### src/logic/regFile.sv
/*
  32 x 32 integer registers, two combinational reads, one write.
  Writes to x0 are dropped so it always reads zero.
  There is no internal bypass, the core forwards the write itself.
*/
`timescale 1ns/1ns

module regFile (
	input logic clk,
	input logic rstN,
	input logic wen,
	input logic [4:0] wAddr,
	input logic [31:0] wData,
	input logic [4:0] rAddr1,
	input logic [4:0] rAddr2,
	output logic [31:0] rData1,
	output logic [31:0] rData2
);

	logic [31:0] regs [32];

	assign rData1 = regs[rAddr1];
	assign rData2 = regs[rAddr2];

	always_ff @(posedge clk or negedge rstN) begin
		if (!rstN) begin
			for (int i = 0; i < 32; i++) begin
				regs[i] <= '0;
			end
		end else if (wen && wAddr != 5'd0) begin
			regs[wAddr] <= wData;
		end
	end

endmodule

### config.mk
export PLATFORM = sky130hd
export DESIGN_NAME = regFile
export DESIGN_NICKNAME = d
export VERILOG_FILES = /design/src/logic/regFile.sv
export SDC_FILE = /design/constraint.sdc
export NUM_CORES = 2
export LEC_CHECK = 0
export BUFFER_PORTS_ARGS = -buffer_cell sky130_fd_sc_hd__buf_2
export CORE_MARGIN = 4
export CORE_UTILIZATION = 55
export CTS_BUF_LIST = sky130_fd_sc_hd__clkbuf_4 sky130_fd_sc_hd__clkbuf_8
export CTS_CLUSTER_DIAMETER = 50
export DETAILED_ROUTE_END_ITERATION = 16
export PLACE_DENSITY_LB_ADDON = 0.08
export RECOVER_POWER = 100
export SYNTH_ARGS = -nofsm -noshare
export SYNTH_HDL_FRONTEND = slang
export SYNTH_SLANG_ARGS = --single-unit
### constraint.sdc
create_clock -name clk -period 1.26 [get_ports clk]
set_input_delay 0 -clock clk [delete_from_list [all_inputs] [get_ports clk]]
set_output_delay 0 -clock clk [all_outputs]
set_load 0.005 [all_outputs]
==> metrics.md <==
| Metric | Value |
|---|---|
| Status | finished with violations |
| Failing checks | setup timing |
| Unique masters post-synth | 27 |
| I/O Buffers | 113 |
| Critical path startpoint category | register |
| Critical Path Sink Type | output pin |
| Max_cap viols | 0 |
| Cts bufs inserted | 178 |
| Nets | 4990 |
| DR WL met3 | 10300 µm |
| Synth area leaders | dfrtp_1 (46%), mux2_2 (20%), mux2i_1 (18%) |
| Grt ovf | 0 |
| Full die area | 106100 µm² |
| Non-filler cells, final | 6380 |
| Die height | 325.7 µm |
| Biggest register | regs |
| Dpl hpwl | 114600 µm |
| Power Dens Cells | 1459 nW/µm² |
| Layout cell share with drive strength beyond 1 | 0.4105 |
| Period Utilization, post-route | 1.825 |
| Hold Path Class | in -> reg |
| Setup TNS | -264.54 ns |
| Synth warn | 0 |
| Crit Path Class | reg -> out |
| Clk slew on worst S/H paths | 0.07 ns |
| Max Slew Vio Count | 0 |
| Clock buffer depth | 3 |
| Final Skew | 0 ns |
| Syn nets | 4656 |
| Final Wtd Congestion | 0.8494 |
| Buffer and inverter count on the worst path | 2 |
| CTS tree | built |
| # IOs | 114 |
| Vias in the first global route | 41960 |
| Initial antenna violation count | 2 |
| Top-area cell type share of the netlist area | 0.4617 |
| Post-synth EDFFs | 0 |
| Routed metal-1 wirelength | 77200 µm |
| Max_slew headroom | 0.4564 |
| # rows | 116 |
| FMAX | 434.9 MHz |
| Top Registers | regs x1024 |
| Core Area | 100100 µm² |
| Die Wd | 325.7 µm |
| Req. time, crit path | 1.26 ns |
| RSZ-0062 raised after global routing | yes |
| Post-synth ARST share | 1.000 |
| Placed instance count | 6038 |
| Crit path time final | 2.299 ns |
| Largest stage delay on the critical path | 0.39 ns |
| Worst VDD drop | 0.0009679 V |
| Drc violations | 0 |
| Synth Flop Type | dfrtp_1 |
| Crit path max fanout | 2 |
| Largest register FFs | 1024 |
| Initial core utilization | 0.5542 |
| Syn-to-layout area delta | 21.68% |
| Final hold viol count | 0 |
| Delay-heaviest family, CP | flip-flops |
| Post-route antenna net violation count | 0 |
| Clock Latency Late Sink | 0.88 ns |
| Leak pwr | 32.19 nW |
| Largest area contributor in the netlist | dfrtp_1 |
| WP data arrival | 2.30 ns |
| Total GRT Usage | 0.3284 |
| Actual slew at the worst max-slew pin | 0.8155 ns |
| First-pass GRT wire length | 267100 µm |
| Final setup viols | 1631 |
| Syn Inst Count | 4606 |
| Synth top cells by count | dfrtp_1 (1024), mux2i_1 (1024), mux2_2 (991) |
| WL met2 | 83380 µm |
| #FFs+latches synth | 1024 |
| Max layer used | met4 |
| Starting DRT DRC Count | 3226 |
| Clock sinks | 1024 |
| Clock Tree Root | clkbuf_8 |
| Crit-path cells | buf_4 > mux2i_2 > a22o_1 > nor3_2 > a31oi_4 > nand3_2 > buf_6 |
| Total wire length after detailed routing | 178300 µm |
| DRT Pass-1 Iters | 5 |
| Worst path slowest cell | dfrtp_1 |
| Per-cell routed wire length | 27.94 µm |
| Syn_area_per_cell | 12.05 µm² |
| Largest net degree at the start of global routing | 59 |
| Area of the mapped netlist | 55510 µm² |
| Number of H-tree levels | 4 |
| Setup ws final | -1.039 ns |
| DR vias | 40680 |
| Sequential element share of the synthesized area | 0.4617 |
| Via density | 6.376 |
-- worst register-to-register path: cells and delay by family, from the launching register on --
family / cells / cell delay, ns
buffers and inverters: 1 / 0.14
flip-flops: 1 / 0.39
multiplexers: 1 / 0.25
-- final timing paths --
| kind | to | cells past startpoint | slack, ns | from |
|---|---|---|---|---|
| max | rData1[25] | 7 | -1.04 | regs[1017] |
| min | regs[257] | 7 | 0.11 | wAddr[1] |
| max reg2reg | regs[928] | 2 | 0.36 | regs[928] |
| min reg2reg | regs[1015] | 0 | 0.40 | regs[1015] |
| max in group asynchronous | regs[381] | 6 | -0.32 | rstN |
| min in group asynchronous | regs[266] | 4 | 0.54 | rstN |
-- final cells by class --
type                       instances  area [µm²]
tap                             1298        1624
fill                            7497       32610
multi-input combinational       3105       29240
sequential                      1024       25620
clock buffer                     275        3485
timing repair buffer             631        7051
antenna                            3       7.507
clock inverter                    44       504.2
-- per-layer routing --
layer	vias up	track usage
met5	-	0
met4	0	0.1199
met3	387	0.04929
met2	1414	0.5333
met1	21180	0.4503
li1	17700	-
-- power by group --
part | total (W) | switching, W | leakage [nW] | internal [W]
Clock | 0.0339 | 0.0145 | 2.10 | 0.0193
Sequential | 0.0441 | 0.00492 | 13.1 | 0.0392
Combinational | 0.0206 | 0.00944 | 17.0 | 0.0112
Total | 0.0986 | 0.0289 | 32.2 | 0.0697
-- metrics by stage --
stage	hold slack [ns]	setup WS [ns]	util	power [W]	instance area (µm²)
after floorplan	-0.2956	-0.04451	-	0.05669	55620
after global placement	-0.1255	-0.5551	0.6200	0.06319	62090
after detailed placement	-0.1281	-0.5723	0.6200	0.06396	62090
after CTS	0.01955	-1.108	0.6745	0.09873	67550
after global routing	0.1066	-1.124	0.6744	0.1032	67540
final	0.1100	-1.039	0.6744	0.09856	67540
-- cell families (layout without fill, tap and decap cells) --
kind of cell | after synthesis | after routing | synth area share
simple gates | 513 | 513 | 0.04227
other cells | 0 | 3 | 0
mux | 2016 | 2016 | 0.3859
buf+inv | 477 | 950 | 0.03947
compound gates | 576 | 576 | 0.07069
flops | 1024 | 1024 | 0.4617
-- cells in the final DEF, fill, tap and decap left out, types with 28 or more instances in the layout --
master         count
a22oi_1          192
nand3_1          146
a21oi_1          192
nor3_2            28
clkbuf_4          53
nand2_1          197
nand3_2           40
buf_2             91
mux2i_1         1022
dlygate4sd3_1     40
mux2_2           975
clkbuf_8         227
a31oi_4           37
a22o_1           127
dfrtp_1         1024
buf_6             43
buf_12           170
buf_4            252
-- what timing repair did --
| action | in CTS | in global routing |
|---|---|---|
| hold endpoints to repair | 2016 | 39 |
| setup endpoints to repair | 64 | 195 |
| pin swaps | 118 | 101 |
| setup buffers | 3 | 4 |
| hold buffers | 41 | 1 |
| resized for setup | 195 | 46 |
| cloned | 0 | 5 |
(Power assumes the default switching activity.)
