**config.mk**
```make
export PLATFORM = sky130hd
export DESIGN_NAME = intAlu
export DESIGN_NICKNAME = d
export VERILOG_FILES = /design/src/logic/rvPkg.sv /design/src/logic/intAlu.sv
export SDC_FILE = /design/constraint.sdc
export NUM_CORES = 1
export LEC_CHECK = 0
export BUFFER_PORTS_ARGS = -buffer_cell sky130_fd_sc_hd__clkbuf_2
export CAP_MARGIN = 5
export CORE_MARGIN = 2
export CORE_UTILIZATION = 61
export DETAILED_ROUTE_END_ITERATION = 8
export GPL_TIMING_DRIVEN = 0
export PLACE_DENSITY = 0.94
export SLEW_MARGIN = 25
export SYNTH_ARGS = -nofsm -noshare
export SYNTH_HDL_FRONTEND = slang
export SYNTH_SLANG_ARGS = --single-unit
```
**constraint.sdc**
```tcl
create_clock -name vclk -period 7.7
set_input_delay 1.925 -clock vclk [all_inputs]
set_output_delay 1.925 -clock vclk [all_outputs]
set_load 0.03 [all_outputs]
```
**src/logic/rvPkg.sv**
```systemverilog
/*
  Shared definitions for the three-stage RV32I subset core.
  Only the base formats the core decodes are overlaid on the
  instruction word. The J-type immediate is rebuilt from the R view.
*/
package rvPkg;

	typedef enum logic [2:0] {
		aluAdd,
		aluSub,
		aluAnd,
		aluOr,
		aluXor,
		aluSlt,
		aluEq
	} aluOp_e;

	// major opcodes, bits [6:0]
	localparam logic [6:0] opcOp = 7'b0110011;
	localparam logic [6:0] opcOpImm = 7'b0010011;
	localparam logic [6:0] opcLoad = 7'b0000011;
	localparam logic [6:0] opcStore = 7'b0100011;
	localparam logic [6:0] opcBranch = 7'b1100011;
	localparam logic [6:0] opcJal = 7'b1101111;
	localparam logic [6:0] opcSystem = 7'b1110011;

	typedef struct packed {
		logic [6:0] funct7;
		logic [4:0] rs2;
		logic [4:0] rs1;
		logic [2:0] funct3;
		logic [4:0] rd;
		logic [6:0] opcode;
	} rType_s;

	typedef struct packed {
		logic [11:0] imm;
		logic [4:0] rs1;
		logic [2:0] funct3;
		logic [4:0] rd;
		logic [6:0] opcode;
	} iType_s;

	typedef struct packed {
		logic [6:0] immHi;
		logic [4:0] rs2;
		logic [4:0] rs1;
		logic [2:0] funct3;
		logic [4:0] immLo;
		logic [6:0] opcode;
	} sType_s;

	// branch offset bits are scattered, bit 0 is implied zero
	typedef struct packed {
		logic imm12;
		logic [5:0] imm10to5;
		logic [4:0] rs2;
		logic [4:0] rs1;
		logic [2:0] funct3;
		logic [3:0] imm4to1;
		logic imm11;
		logic [6:0] opcode;
	} bType_s;

	typedef union packed {
		rType_s r;
		iType_s i;
		sType_s s;
		bType_s b;
	} instWord_u;

	localparam logic [31:0] pcReset = 32'h0000_0000;
	// addi x0, x0, 0
	localparam logic [31:0] nopWord = 32'h0000_0013;

endpackage
```
**src/logic/intAlu.sv**
```systemverilog
/*
  Integer ALU. slt and eq return 0 or 1 in bit 0, and eq doubles as
  the branch compare.
*/
`timescale 1ns/1ns

module intAlu (
	input rvPkg::aluOp_e op,
	input logic [31:0] a,
	input logic [31:0] b,
	output logic [31:0] result
);
	import rvPkg::*;

	always_comb begin
		case (op)
			aluAdd: result = a + b;
			aluSub: result = a - b;
			aluAnd: result = a & b;
			aluOr: result = a | b;
			aluXor: result = a ^ b;
			// signed compare
			aluSlt: result = {31'd0, $signed(a) < $signed(b)};
			aluEq: result = {31'd0, a == b};
			default: result = '0;
		endcase
	end

endmodule

```
==> flow_summary.json <==
{
  "status": "finished, final reports clean",
  "power_leakage_uw": 0.00285,
  "hold_class": "in -> out",
  "ant_nets": 0,
  "grt-ovfl-total": 0,
  "wl_um": 19000,
  "fillers": 824,
  "worstPathArrival_ns": 5.36,
  "synth_compound_area_share_pct": 38.5,
  "drv_cap": 0,
  "crit_type": "in -> out",
  "synth.area.mux_share_pct": 0.796,
  "worstMarginPinSlew_ns": 0.813,
  "syn_area_per_cell_sq_um": 6.49,
  "endpoint_kind": "primary output",
  "netlist_top_cells_area": "ha_1 (25%), inv_1 (6.7%), a21oi_1 (6.4%)",
  "finalHoldViolations": 0,
  "nets": 1096,
  "share_seq_of_total_power_pct": 0,
  "startpoint_type": "input port",
  "cts_setup_buffers": 0,
  "core_sq_um": 8590,
  "cts_resized": 0,
  "io_buffers": 97,
  "die_y_um": 97.6,
  "layout.cells.non_filler": 1028,
  "register_area_sq_um": 0,
  "switching_power_uw": 330,
  "finalSetupViolations": 0,
  "yosys_warnings": 0,
  "powerDensity_nw_per_um2": 84.2,
  "wl_per_cell_um": 18.5,
  "p_int_uw": 172,
  "drc": 0,
  "yosysUniqueCellTypes": 78,
  "p_sw_share_pct": 65.8,
  "cp_max_fo": 4,
  "rsz0062_at_grt": "no",
  "dieArea_sq_um": 9520,
  "dieWidth_um": 97.6,
  "synth-xor-area-share_pct": 2.79,
  "grt_usage_pct": 37.7,
  "post_drt_via_cell_ratio": 6.68,
  "syn_nets": 997,
  "grt_antenna_before_repair": 0,
  "max_freq_mhz": 137,
  "grt_max_degree": 11,
  "grt_pass1_vias": 6095,
  "ir_drop_mv": 0.0478,
  "initial_core_util_pct": 62.2,
  "power_frac_comb_pct": 100.0,
  "synthToLayoutAreaGrowth_pct": 11.6,
  "drive_gt1_share_pct": 12.9,
  "seq_cells": 0,
  "routabilityCongestion": 1.05,
  "grt_pass1_wl_um": 30200,
  "vias": 6869,
  "dr.first_iter.drc_count": 787,
  "rows": 34,
  "synthAdderAreaFrac_pct": 25.3,
  "hold_buffers": 0,
  "netlist.area_leader.share_pct": 24.6,
  "yosysTopAreaCell": "ha_1",
  "n_clock_buffer": 0,
  "required_ns": 5.78,
  "min_period_ns": 7.28,
  "dr.pass1.iters": 6,
  "syn-instance-count": 823,
  "tns_ns": 0,
  "io_pins": 99,
  "hpwl_um": 15000,
  "maxSlewViolCount": 0,
  "pwr-share-clk_pct": 0,
  "n_antenna_cell": 0,
  "synthSimpleGateAreaFrac_pct": 22.1,
  "post-place-cells": 1028,
  "synth_area_sq_um": 5340,
  "layout_worst_path_cycle_share_pct": 94.6,
  "synth_seq_area_share_pct": 0,
  "slew_headroom_pct": 45.3,
  "synth_top_family_by_area": "compound AO/OA/AOI/OAI gates"
}
-- final cells by class --
type | count | area (sq um) | share of cell area [%]
Tap cell | 108 | 135 | 2.27
Buffer | 49 | 195 | 3.27
Multi-Input combinational cell | 677 | 4780 | 80.2
Timing Repair Buffer | 97 | 485 | 8.14
Inverter | 97 | 364 | 6.11
-- metal layers --
metal / wire [um] / GRT usage, % / vias up / share of wire (%)
met5: 0 / 0 / - / 0
met1: 7430 / 51.6 / 3090 / 39
met4: 792 / 12.9 / 0 / 4.2
li1: - / - / 3179 / -
met3: 2410 / 4.75 / 85 / 13
met2: 8350 / 60.9 / 515 / 44
-- Yosys cell counts (14+ instances only) --
master	count
o211ai_1	23
nor4_1	16
nand3_1	14
a211oi_1	17
a21oi_1	68
nor2_1	84
nand2_1	66
nand2b_1	17
o22ai_1	18
clkbuf_1	37
ha_1	105
o21ai_0	60
inv_1	96
-- stage by stage --
stage | utilization (%) | setup slack (ns) | power, uW | area [sq um] | hold slack, ns
after floorplan | - | 0.956 | 349 | 5340 | 4.26
after global placement | 69.4 | 0.526 | 481 | 5960 | 4.49
after detailed placement | 69.4 | 0.528 | 485 | 5960 | 4.50
after CTS | 69.4 | 0.508 | 488 | 5960 | 4.50
after global routing | 69.4 | 0.258 | 541 | 5960 | 4.57
final | 69.4 | 0.417 | 502 | 5960 | 4.51
-- cells in the final DEF, fill, tap and decap left out, drive strengths merged, types with 13 or more instances in the layout --
master and count:
o22ai 18, clkbuf 135, ha 105, nand2b 17, nor2 84, a21oi 68, o211ai 23, inv 96
a211oi 17, xnor2 13, nor3 13, nand3 14, o21ai 63, nor4 16, nand2 66
-- worst paths after layout --
check	start	end	slack, ns	cells after the start
max	b[0]	result[30]	0.42	14
min	a[31]	result[0]	4.51	6
-- worst max-delay path, cell delays in order --
cell and delay (ns):
clkbuf_2 0.10, ha_1 0.20, inv_1 0.07, fa_1 0.41, nor2b_1 0.18, o2111ai_1 0.23, a21boi_1 0.35, o22ai_1 0.23
a22o_1 0.32, o41ai_2 0.45, a221oi_1 0.18, nor2b_1 0.19, o31ai_1 0.25, clkbuf_2 0.25
-- cell families (layout without fill, tap and decap cells) --
group / after synthesis / after routing
buf+inv: 146 / 243
simple gates: 249 / 249
mux: 3 / 3
compound gates: 301 / 301
fa+ha+maj: 107 / 107
xor+xnor: 17 / 17
-- power groups by stage --
stage,clock [uW],combinational (uW),sequential [uW]
floorplan,0,349,0
global placement,0,481,0
detailed placement,0,485,0
CTS,0,488,0
global route,0,541,0
finish,0,502,0
No activity file was read; power rests on OpenSTA's default activity.
