### config.mk
export PLATFORM = sky130hd
export DESIGN_NAME = instDecoder
export DESIGN_NICKNAME = d
export VERILOG_FILES = /design/src/logic/rvPkg.sv /design/src/logic/instDecoder.sv
export SDC_FILE = /design/constraint.sdc
export NUM_CORES = 1
export LEC_CHECK = 0
export ABC_CLOCK_PERIOD_IN_PS = 1500
export BUFFER_PORTS_ARGS = -buffer_cell sky130_fd_sc_hd__buf_2
export CORE_AREA = 2 2 53 55
export DETAILED_ROUTE_END_ITERATION = 6
export DIE_AREA = 0 0 55 57
export GPL_TIMING_DRIVEN = 0
export PLACE_DENSITY_LB_ADDON = 0.08
export SKIP_LAST_GASP = 1
export SYNTH_ARGS = -nofsm -noshare
export SYNTH_HDL_FRONTEND = slang
export SYNTH_SLANG_ARGS = --single-unit
### constraint.sdc
create_clock -name vclk -period 1.5
set_input_delay 0.15 -clock vclk [all_inputs]
set_output_delay 0.15 -clock vclk [all_outputs]
set_load 0.01 [all_outputs]
### src/logic/rvPkg.sv
/*
  Shared definitions for the three-stage RV32I subset core.
  Only the base formats the core decodes are overlaid on the
  instruction word. The J-type immediate is rebuilt from the R view.
*/
package rvPkg;

	typedef enum logic [2:0] {
		aluAdd,
		aluSub,
		aluAnd,
		aluOr,
		aluXor,
		aluSlt,
		aluEq
	} aluOp_e;

	// major opcodes, bits [6:0]
	localparam logic [6:0] opcOp = 7'b0110011;
	localparam logic [6:0] opcOpImm = 7'b0010011;
	localparam logic [6:0] opcLoad = 7'b0000011;
	localparam logic [6:0] opcStore = 7'b0100011;
	localparam logic [6:0] opcBranch = 7'b1100011;
	localparam logic [6:0] opcJal = 7'b1101111;
	localparam logic [6:0] opcSystem = 7'b1110011;

	typedef struct packed {
		logic [6:0] funct7;
		logic [4:0] rs2;
		logic [4:0] rs1;
		logic [2:0] funct3;
		logic [4:0] rd;
		logic [6:0] opcode;
	} rType_s;

	typedef struct packed {
		logic [11:0] imm;
		logic [4:0] rs1;
		logic [2:0] funct3;
		logic [4:0] rd;
		logic [6:0] opcode;
	} iType_s;

	typedef struct packed {
		logic [6:0] immHi;
		logic [4:0] rs2;
		logic [4:0] rs1;
		logic [2:0] funct3;
		logic [4:0] immLo;
		logic [6:0] opcode;
	} sType_s;

	// branch offset bits are scattered, bit 0 is implied zero
	typedef struct packed {
		logic imm12;
		logic [5:0] imm10to5;
		logic [4:0] rs2;
		logic [4:0] rs1;
		logic [2:0] funct3;
		logic [3:0] imm4to1;
		logic imm11;
		logic [6:0] opcode;
	} bType_s;

	typedef union packed {
		rType_s r;
		iType_s i;
		sType_s s;
		bType_s b;
	} instWord_u;

	localparam logic [31:0] pcReset = 32'h0000_0000;
	// addi x0, x0, 0
	localparam logic [31:0] nopWord = 32'h0000_0013;

endpackage
### src/logic/instDecoder.sv
/*
  Decoder for the supported subset: ADD SUB AND OR XOR SLT ADDI LW SW
  BEQ BNE JAL EBREAK. Every other encoding raises isIllegal and
  writes no register.
*/
`timescale 1ns/1ns

module instDecoder (
	input rvPkg::instWord_u inst,
	output logic [4:0] rs1,
	output logic [4:0] rs2,
	output logic [4:0] rd,
	output logic [31:0] imm,
	output rvPkg::aluOp_e aluOp,
	output logic useImm,
	output logic regWen,
	output logic isLoad,
	output logic isStore,
	output logic isBranch,
	output logic branchNe,
	output logic isJal,
	output logic isEbreak,
	output logic isIllegal
);
	import rvPkg::*;

	logic [31:0] immI;
	logic [31:0] immS;
	logic [31:0] immB;
	logic [31:0] immJ;

	assign rs1 = inst.r.rs1;
	assign rs2 = inst.r.rs2;
	assign rd = inst.r.rd;

	assign immI = {{20{inst.i.imm[11]}}, inst.i.imm};
	assign immS = {{20{inst.s.immHi[6]}}, inst.s.immHi, inst.s.immLo};
	assign immB = {{19{inst.b.imm12}}, inst.b.imm12, inst.b.imm11, inst.b.imm10to5,
		inst.b.imm4to1, 1'b0};
	// jal offset pieces sit in the funct7, rs2, rs1 and funct3 fields
	assign immJ = {{12{inst.r.funct7[6]}}, inst.r.rs1, inst.r.funct3, inst.r.rs2[0],
		inst.r.funct7[5:0], inst.r.rs2[4:1], 1'b0};

	always_comb begin
		imm = immI;
		aluOp = aluAdd;
		useImm = 1'b0;
		regWen = 1'b0;
		isLoad = 1'b0;
		isStore = 1'b0;
		isBranch = 1'b0;
		branchNe = 1'b0;
		isJal = 1'b0;
		isEbreak = 1'b0;
		isIllegal = 1'b0;
		case (inst.r.opcode)
			opcOp: begin
				regWen = 1'b1;
				case ({inst.r.funct7, inst.r.funct3})
					{7'h00, 3'b000}: aluOp = aluAdd;
					{7'h20, 3'b000}: aluOp = aluSub;
					{7'h00, 3'b111}: aluOp = aluAnd;
					{7'h00, 3'b110}: aluOp = aluOr;
					{7'h00, 3'b100}: aluOp = aluXor;
					{7'h00, 3'b010}: aluOp = aluSlt;
					default: begin
						regWen = 1'b0;
						isIllegal = 1'b1;
					end
				endcase
			end
			opcOpImm, opcLoad: begin
				// addi and lw only, both add rs1 and the I immediate
				useImm = 1'b1;
				regWen = (inst.i.funct3 == ((inst.i.opcode == opcLoad) ? 3'b010 : 3'b000));
				isLoad = regWen & (inst.i.opcode == opcLoad);
				isIllegal = ~regWen;
			end
			opcStore: begin
				imm = immS;
				useImm = 1'b1;
				isStore = (inst.s.funct3 == 3'b010);
				isIllegal = ~isStore;
			end
			opcBranch: begin
				imm = immB;
				aluOp = aluEq;
				isBranch = (inst.b.funct3[2:1] == 2'b00);
				branchNe = inst.b.funct3[0];
				isIllegal = ~isBranch;
			end
			opcJal: begin
				imm = immJ;
				regWen = 1'b1;
				isJal = 1'b1;
			end
			opcSystem: begin
				isEbreak = (inst.i.imm == 12'h001) && (inst.i.rs1 == 5'd0) &&
					(inst.i.funct3 == 3'b000) && (inst.i.rd == 5'd0);
				isIllegal = ~isEbreak;
			end
			default: isIllegal = 1'b1;
		endcase
	end

endmodule

==> out/metrics.yaml <==
outcome:
  status: "finished, violations left"
  violations: "negative setup slack"
cts:
  postCtsHoldBufs: 0
logic_synthesis:
  synthAdderAreaFrac_pct: 0
  synth.most_common_cell: "buf_4"
  avgSynthCellArea_um2: 7.16
  netlist.area_leader.share_pct: 28.4
  yosys.area_share.simple_pct: 37.0
  synth_top_family_by_area: "simple AND/OR/NAND/NOR gates"
  synthXorXnorAreaFrac_pct: 1.00
  synth_cell_type_count: 46
  synth_cells: 122
  synth_compound_area_share_pct: 22.8
  synth_mux_area_share_pct: 6.30
  synth_nets: 154
  yosysWarnings: 0
  seq_area_frac_synth_pct: 0
  synthTopCellsByArea: "buf_4 (28%), a21o_1 (7.7%), nor4_1 (5.0%)"
  synth_top_area_cell: "buf_4"
  syn-cell-area_um2: 873
  synthTopCellsByCount: "buf_4 (33), a21o_1 (9), nor2_1 (9)"
drt:
  ant_nets: 0
  dr_total_vias: 1186
  wl_per_cell_um: 11.5
  drt-total-wl_um: 2820
  viasPerCell: 4.82
  drt_iter0_markers: 7
  drt_pass1_iterations: 4
  drc: 0
critical_path:
  startpoint_type: "input pin"
  crit_arrival_ns: 1.49
  setup.worst_path.class: "in -> out"
  path_max_fanout: 2
  worstPathRequired_ns: 1.35
  cp-end-kind: "output pin"
placed_design:
  gp_congestion: 0.778
  dp_slack_ns: -0.297
  hpwl_um: 2260
  port_buffers: 89
  place_inst: 242
timing:
  worst_slew_pin_slew_ns: 0.482
  period_needed_ns: 1.64
  fmax_mhz: 609
  max_slew_margin_pct: 67.9
  fin_ws_ns: -0.142
  setup_viol: 5
  period_share_pct: 109
  drv_slew: 0
  hold_violations: 0
  rsz0062_at_grt: "true"
job:
  cap_violations: 0
pwr:
  p_per_area_nw_per_um2: 240
  power_frac_seq_pct: 0
  swShare_pct: 48.0
  p_leak_nw: 0.810
  p_sw_uw: 169
  combPwrFrac_pct: 100.0
  p_int_uw: 183
  p_clk_share_pct: 0
  power_uw: 351
  ir_worst_vdd_uv: 179
cells_and_area:
  clockBufferCount: 0
  antenna_cells: 0
  nFillCells: 281
  drive_above_1_share_pct: 68.8
  nets: 249
  layoutNonFillerInstCount: 246
  design.seq.count: 0
  seq_area_um2: 0
  area_growth_pct: 67.3
  multi_input_area_um2: 632
global_route:
  grt_overflow: 0
  grt_max_degree: 16
  track_usage_pct: 16.3
  grt_pass1_wl_um: 4110
  grt_pass1_vias: 978
  antenna_found_initial: 0
die:
  rows: 19
  start_util_pct: 33.4
  pin_count: 91
  dieHeight_um: 57
  die_x_um: 55
  coreArea_um2: 2620
  die_area_um2: 3140
min_path:
  hp-class: "in -> out"
  hold_depth: 3
## routing by layer
layer  vias to the layer above  GRT usage, %  wire [um]
met5                         -             0          0
met4                         0         0.697          0
met3                         0          1.31        238
met2                        49          28.6       1410
met1                       534          22.4       1170
li1                        603             -          -
## critical path, stage by stage
cell	delay, ns
buf_6	0.09
or4_4	0.55
nor4_4	0.20
and4_4	0.28
o211ai_2	0.08
buf_2	0.15
## logic make-up after synthesis
family          after synthesis
simple gates                 48
compound gates               27
mux                           5
buf+inv                      41
xor+xnor                      1
## area by class of cell
cell class                 count  share of cell area (%)
multi-input combinational     81                    43.2
timing repair buffer          93                    34.0
buffer                        41                    20.1
tap                           31                    2.65
## worst paths after layout
path                  slack (ns)        end     start
worst max-delay path       -0.14  isIllegal  inst[27]
worst min-delay path        0.57     imm[6]  inst[26]
## repair_timing
item                       CTS  global route
cloned                       0             0
buffers inserted             1             3
pin swaps                    5             6
setup endpoints to repair   11            19
hold endpoints to repair     0             0
gates resized for setup      6            12
## cells in the final DEF, fill, tap and decap left out, types with 2 or more instances in the layout
master	netlist	layout
buf_2	2	86
buf_4	33	38
a21o_1	9	9
nor2_1	9	7
nor4_1	7	6
a21oi_1	5	5
buf_6	1	4
clkbuf_1	5	4
nand2_1	4	3
nand2b_1	3	3
nand3_1	3	3
nor2_4	0	2
clkbuf_4	0	2
nor2b_2	1	2
nor4_4	1	2
mux2_2	2	2
and3_1	2	2
o21ai_0	2	2
o22ai_1	2	2
mux2_1	2	2
## stage by stage
step	utilization, %	area [um2]	setup TNS, ns	hold WS (ns)
6_report	55.9	1460	-0.504	0.572
5_1_grt	55.9	1460	-0.813	0.590
4_1_cts	53.0	1390	-0.755	0.566
3_5_place_dp	51.9	1360	-1.46	0.581
3_3_place_gp	51.9	1360	-1.40	0.580
2_1_floorplan	-	873	0	0.392
## power by group through the flow
stage | Sequential (mW) | Clock, mW | Combinational (mW)
2_1_floorplan | 0 | 0 | 0.192
3_3_place_gp | 0 | 0 | 0.329
3_5_place_dp | 0 | 0 | 0.333
4_1_cts | 0 | 0 | 0.338
5_1_grt | 0 | 0 | 0.386
6_report | 0 | 0 | 0.351
(Power assumes the default switching activity.)
