==> src/logic/rvPkg.sv <==
/*
  Shared definitions for the three-stage RV32I subset core.
  Only the base formats the core decodes are overlaid on the
  instruction word. The J-type immediate is rebuilt from the R view.
*/
package rvPkg;

	typedef enum logic [2:0] {
		aluAdd,
		aluSub,
		aluAnd,
		aluOr,
		aluXor,
		aluSlt,
		aluEq
	} aluOp_e;

	// major opcodes, bits [6:0]
	localparam logic [6:0] opcOp = 7'b0110011;
	localparam logic [6:0] opcOpImm = 7'b0010011;
	localparam logic [6:0] opcLoad = 7'b0000011;
	localparam logic [6:0] opcStore = 7'b0100011;
	localparam logic [6:0] opcBranch = 7'b1100011;
	localparam logic [6:0] opcJal = 7'b1101111;
	localparam logic [6:0] opcSystem = 7'b1110011;

	typedef struct packed {
		logic [6:0] funct7;
		logic [4:0] rs2;
		logic [4:0] rs1;
		logic [2:0] funct3;
		logic [4:0] rd;
		logic [6:0] opcode;
	} rType_s;

	typedef struct packed {
		logic [11:0] imm;
		logic [4:0] rs1;
		logic [2:0] funct3;
		logic [4:0] rd;
		logic [6:0] opcode;
	} iType_s;

	typedef struct packed {
		logic [6:0] immHi;
		logic [4:0] rs2;
		logic [4:0] rs1;
		logic [2:0] funct3;
		logic [4:0] immLo;
		logic [6:0] opcode;
	} sType_s;

	// branch offset bits are scattered, bit 0 is implied zero
	typedef struct packed {
		logic imm12;
		logic [5:0] imm10to5;
		logic [4:0] rs2;
		logic [4:0] rs1;
		logic [2:0] funct3;
		logic [3:0] imm4to1;
		logic imm11;
		logic [6:0] opcode;
	} bType_s;

	typedef union packed {
		rType_s r;
		iType_s i;
		sType_s s;
		bType_s b;
	} instWord_u;

	localparam logic [31:0] pcReset = 32'h0000_0000;
	// addi x0, x0, 0
	localparam logic [31:0] nopWord = 32'h0000_0013;

endpackage
==> src/logic/memBus.sv <==
/*
  One requester's port into the unified memory.
  addr is a word address. req is held until gnt and addr, we and
  wdata stay stable meanwhile. Read data comes back with rdValid one
  cycle after the grant. Writes return nothing.
*/
`timescale 1ns/1ns

interface memBus;
	logic req;
	logic we;
	logic [29:0] addr;
	logic [31:0] wdata;
	logic gnt;
	logic [31:0] rdata;
	logic rdValid;

	modport requester (output req, we, addr, wdata, input gnt, rdata, rdValid);
	modport arbiter (input req, we, addr, wdata, output gnt, rdata, rdValid);
endinterface

==> src/logic/fetchUnit.sv <==
/*
  Fetch stage with one outstanding request at a time.
  A new fetch is issued only while the instruction register is empty
  or being consumed, so a returning word never overwrites a live one.
  A fetch issued in the cycle of a redirect returns as a NOP bubble.
*/
`timescale 1ns/1ns

module fetchUnit (
	input logic clk,
	input logic rstN,
	input logic run,
	input logic stall,
	input logic halt,
	input logic redirect,
	input logic [31:0] redirectPc,
	memBus.requester fetchBus,
	output rvPkg::instWord_u inst,
	output logic [31:0] instPc,
	output logic instValid
);
	import rvPkg::*;

	logic [31:0] pc;
	logic [29:0] holdAddr;
	logic holdReq;
	logic inFlight;
	logic dropNext;
	logic issue;
	logic take;

	assign take = instValid & ~stall & ~halt;
	assign issue = run & ~stall & ~halt & ~holdReq & ~inFlight;

	assign fetchBus.req = issue | holdReq;
	// a waiting request keeps the address it was issued with
	assign fetchBus.addr = holdReq ? holdAddr : pc[31:2];
	assign fetchBus.we = 1'b0;
	assign fetchBus.wdata = '0;

	always_ff @(posedge clk) begin
		if (issue) begin
			holdAddr <= pc[31:2];
		end
	end

	always_ff @(posedge clk or negedge rstN) begin
		if (!rstN) begin
			pc <= pcReset;
			holdReq <= 1'b0;
			inFlight <= 1'b0;
			dropNext <= 1'b0;
			inst <= nopWord;
			instPc <= pcReset;
			instValid <= 1'b0;
		end else begin
			holdReq <= fetchBus.req & ~fetchBus.gnt;
			inFlight <= fetchBus.gnt;
			if (fetchBus.rdValid) begin
				if (dropNext) begin
					// wrong-path word becomes a bubble
					inst <= nopWord;
					instValid <= 1'b0;
					dropNext <= 1'b0;
				end else begin
					inst <= fetchBus.rdata;
					instPc <= pc;
					instValid <= 1'b1;
					pc <= pc + 32'd4;
				end
			end else if (take) begin
				inst <= nopWord;
				instValid <= 1'b0;
			end
			if (redirect) begin
				pc <= redirectPc;
				dropNext <= fetchBus.req;
			end
		end
	end

endmodule

==> src/flat_wrapper.sv <==
// flat-port wrapper written by rule: the top's interface ports become plain ports
module fetchUnit_flat import rvPkg::*;
  (clk, rstN, run, stall, halt, redirect, redirectPc, inst, instPc, instValid, fetchBus_req, fetchBus_we, fetchBus_addr, fetchBus_wdata, fetchBus_gnt, fetchBus_rdata, fetchBus_rdValid);
  memBus fetchBus_i ();
  input logic clk;
  input logic rstN;
  input logic run;
  input logic stall;
  input logic halt;
  input logic redirect;
  input logic [31:0] redirectPc;
  output rvPkg::instWord_u inst;
  output logic [31:0] instPc;
  output logic instValid;
  output wire logic [$bits(fetchBus_i.req)-1:0] fetchBus_req;
  output wire logic [$bits(fetchBus_i.we)-1:0] fetchBus_we;
  output wire logic [$bits(fetchBus_i.addr)-1:0] fetchBus_addr;
  output wire logic [$bits(fetchBus_i.wdata)-1:0] fetchBus_wdata;
  input wire logic [$bits(fetchBus_i.gnt)-1:0] fetchBus_gnt;
  input wire logic [$bits(fetchBus_i.rdata)-1:0] fetchBus_rdata;
  input wire logic [$bits(fetchBus_i.rdValid)-1:0] fetchBus_rdValid;
  assign fetchBus_req = fetchBus_i.req;
  assign fetchBus_we = fetchBus_i.we;
  assign fetchBus_addr = fetchBus_i.addr;
  assign fetchBus_wdata = fetchBus_i.wdata;
  assign fetchBus_i.gnt = fetchBus_gnt;
  assign fetchBus_i.rdata = fetchBus_rdata;
  assign fetchBus_i.rdValid = fetchBus_rdValid;
  fetchUnit u_core (.clk(clk), .rstN(rstN), .run(run), .stall(stall), .halt(halt), .redirect(redirect), .redirectPc(redirectPc), .fetchBus(fetchBus_i), .inst(inst), .instPc(instPc), .instValid(instValid));
endmodule
==> config.mk <==
export PLATFORM = sky130hd
export DESIGN_NAME = fetchUnit_flat
export DESIGN_NICKNAME = d
export VERILOG_FILES = /design/src/logic/rvPkg.sv /design/src/logic/memBus.sv /design/src/logic/fetchUnit.sv /design/src/flat_wrapper.sv
export SDC_FILE = /design/constraint.sdc
export NUM_CORES = 1
export LEC_CHECK = 0
export ABC_AREA = 1
export BUFFER_PORTS_ARGS = -buffer_cell sky130_fd_sc_hd__buf_2
export CAP_MARGIN = 10
export CORE_ASPECT_RATIO = 1.1
export CORE_UTILIZATION = 25
export DETAILED_ROUTE_END_ITERATION = 6
export GPL_TIMING_DRIVEN = 0
export HOLD_SLACK_MARGIN = 0.08
export PLACE_DENSITY = 0.52
export SLEW_MARGIN = 20
export SYNTH_ARGS = -nofsm -noshare
export SYNTH_HDL_FRONTEND = slang
export SYNTH_SLANG_ARGS = --single-unit
==> constraint.sdc <==
create_clock -name clk -period 1.82 [get_ports clk]
set_input_delay 0.182 -clock clk [delete_from_list [all_inputs] [get_ports clk]]
set_output_delay 0.182 -clock clk [all_outputs]
set_load 0.02 [all_outputs]
==> key figures <==
STA
  – Fin worst setup slack: 79.2 ps
  – Slew Viols, Final: 0
  – RSZ-0062 raised after global routing: yes
  – Clock skew: 7.32 ps
  – Max Clock Freq: 0.574 GHz
  – Final Cycle Share: 0.956
  – Count of final setup violators: 0
  – Slew HR: 0.534
  – Slew at the pin closest to its max-slew limit: 699 ps
  – Crit path time final: 1740 ps
  – Hold Fails Final Rpt: 0

Worst setup path
  – Crit Path Max Fanout: 10
  – Critical path buffer and inverter count: 2
  – Worst-path cell chain: buf_2 -> o21ai_2 -> buf_2
  – R2R setup slack: 180 ps
  – Critical path required time: approximately 1600 ps
  – Critical path origin: u_core.holdReq
  – Crit end category: output port
  – Slowest Stage Delay on Critical Path: 470 ps
  – Crit-path most repeated cell: buf_2
  – Arr. time, crit path: 1560 ps
  – Reg-to-reg startpoint: u_core.holdReq
  – Slowest CP cell: dfrtp_2
  – CP Class: reg -> out
  – CP delay by family, top: flip-flops
  – CP startpoint kind: register

Global route
  – GRT Util Overall: 0.161
  – Initial antenna violation count: 3
  – Global-route wire length before repair: 30.4 mm
  – Total congestion overflow: 0
  – Largest net degree at the start of global routing: 72
  – Vias in the first global route: between 5000 and 6000

Power
  – Leakage: 0.00424 uW
  – Max VDD drop: ~0.00064 V
  – Logic gate share of total power: 0.193
  – Clock power frac: 0.409
  – Tot Pwr: 8780 uW
  – Part of the power in registers: 0.398
  – Power per cell area: between 900 and 1000 nW/um2
  – Int Power: 6240 uW
  – P_sw: 2540 uW
  – Net Sw Frac: 0.289

CTS
  – Clock sinks: 130
  – CTS root buf: clkbuf_16
  – Clk_lat worst skew: about 420 ps
  – Clock transition at path regs: about 60 ps
  – TritonCTS clock tree: yes
  – CTS Buf Count: 17
  – H-Tree Depth: 4
  – Clock Path Buffers: 2

Finish
  – Layout cells sized above 1: 0.292
  – Multi-input logic area: 2300 um2
  – Final core occ: 0.371
  – Final net count: around 1100
  – Fin area: roughly 8900 um2
  – Fillers: 2466
  – Register area: about 3400 um2
  – Layout area overhead: 44.0%

Floorplan
  – Initial core utilization: 0.257
  – Die Footprint: 25300 um2
  – Row Count: 59
  – Die Ht: about 170 um
  – Core Area: 23900 um2
  – Die span in x: 152 um
  – I/O pins: roughly 200

Placement
  – Setup Slack @ Placement: -565 ps
  – Area post-placement: 7530 um2
  – Detailed-placement wirelength estimate: 14.3 mm
  – Gpl congestion: ~0.86
  – Port bufs: 167

Routing
  – Vias: ~5600
  – WL final: 19.5 mm
  – Initial DRC count: 313
  – Iteration count of the initial detailed-routing pass: 5
  – Remaining DRCs: 0
  – WL/cell: 15.0 um
  – Via/cell ratio: about 4.3
  – Routed Antenna Nets: 0

Worst hold path
  – Hold Crit Class: in -> reg
  – Hold Crit Start: redirectPc[28]

Synthesis
  – Post-synth top cells: 192 x nand2_1, 97 x dfrtp_1, 86 x o21ai_0
  – Synthesized instance count: 695
  – Register bit total from synthesis: 130
  – Post-synth EDFFs: 30
  – Ys flop type: dfrtp_1
  – Synth cell types: 29
  – Async S/R FF share, synth: 0.769
  – Synth area leader: dfrtp_1
  – Dominant cell by count in the synthesized netlist: nand2_1
  – Sequential area share after synthesis: 0.554
  – Synth area leaders: dfrtp_1 39%, edfxtp_1 15%, nand2_1 12%
  – Yosys top cell area share: 0.394
  – Ys Warns: 0
  – Mapped Area: 6150 um2
  – Avg Synthesized Cell Area: 8.86 um2

Flow run
  – Max-Cap Viols: 0

Status
  – Status: completed
==> flip-flops by register name, indices dropped and copies added (netlist names) <==
name	flops
u_core.holdReq	1
u_core.holdAddr	30
u_core.inFlight	1
u_core.dropNext	1
u_core.inst	32
u_core.pc	32
u_core.instValid	1
u_core.instPc	32
==> repair_timing <==
| action | in CTS | in global routing |
|---|---|---|
| endpoints found under the setup margin | 63 | 28 |
| hold buffers | 62 | 0 |
| setup buffers | 2 | 0 |
| hold endpoints to repair | 162 | 0 |
| gates cloned | 1 | 0 |
| pin swaps | 1 | 1 |
| resized for setup | 23 | 25 |
==> metal layers <==
metal  GRT usage  vias to the layer above  part of all wire  wire [um]
met5           0                        -                 0          0
met1       0.206                     2632              0.45       8770
met2       0.260                      129              0.48       9390
met4      0.0598                        0             0.020        397
met3      0.0375                       21             0.050        986
li1            -                     2788                 -          -
==> final cells by class <==
| cell class | count | area share |
|---|---|---|
| sequential | 130 | 0.385 |
| multi-input combinational | 471 | 0.260 |
| timing repair buffer | 232 | 0.171 |
| clock buffer | 20 | 0.0515 |
| tap | 305 | 0.0431 |
| buffer | 59 | 0.0421 |
| inverter | 66 | 0.0284 |
| clock inverter | 12 | 0.0182 |
| timing repair inverter | 1 | 0.000847 |
| antenna | 3 | 0.000847 |
==> per-stage QoR <==
step                      std cells  TNS (ps)  hold WS, ps
after global placement         1199    -72670          307
after floorplan                 727         0         -114
after detailed placement       1200     -6990         85.3
after global routing           1299     -7.49          113
final                          1299         0         91.5
after CTS                      1296     -50.5         82.8
==> kinds of logic after synthesis <==
family | synth area share
AND/OR/NAND/NOR | 0.210
other | 0.000609
AO/OA/AOI/OAI | 0.129
flip-flops | 0.554
adder cells (fa/ha/maj) | 0.00203
buffers and inverters | 0.0990
XOR/XNOR | 0.00569
==> power groups by stage <==
stage               logic, uW  registers (uW)  clock network (uW)
floorplan                 742            3730                   0
global placement         1570            3530                   0
detailed placement       1580            3540                   0
CTS                      1710            3490                3670
global route             1870            3530                3800
finish                   1700            3490                3590
==> cell usage in the layout (no fill, tap or decap), types with 17 or more instances in the layout <==
master,Yosys,routed
conb_1,1,33
buf_4,33,35
a22o_1,29,29
clkbuf_16,0,17
inv_1,63,62
buf_2,10,178
dlygate4sd3_1,0,62
edfxtp_1,30,30
nand3_1,47,46
nor2_1,35,34
nand2_1,192,192
o21ai_0,86,68
dfrtp_1,97,96
==> worst register-to-register path: stages (launching register included) <==
cell        delay (ps)
dfrtp_2            470
nor3_4             210
nand3_2            110
buf_4              170
clkinvlp_4         330
==> final timing paths <==
path | end | cells after the start
min in group asynchronous | u_core.instPc[21] | 2
setup / recovery | fetchBus_addr[27] | 3
hold / removal | u_core.pc[28] | 5
setup reg to reg | u_core.holdAddr[19] | 4
max in group asynchronous | u_core.holdReq | 3
hold reg to reg | u_core.instPc[2] | 2
Note: power is estimated with default switching activity, not from simulation.
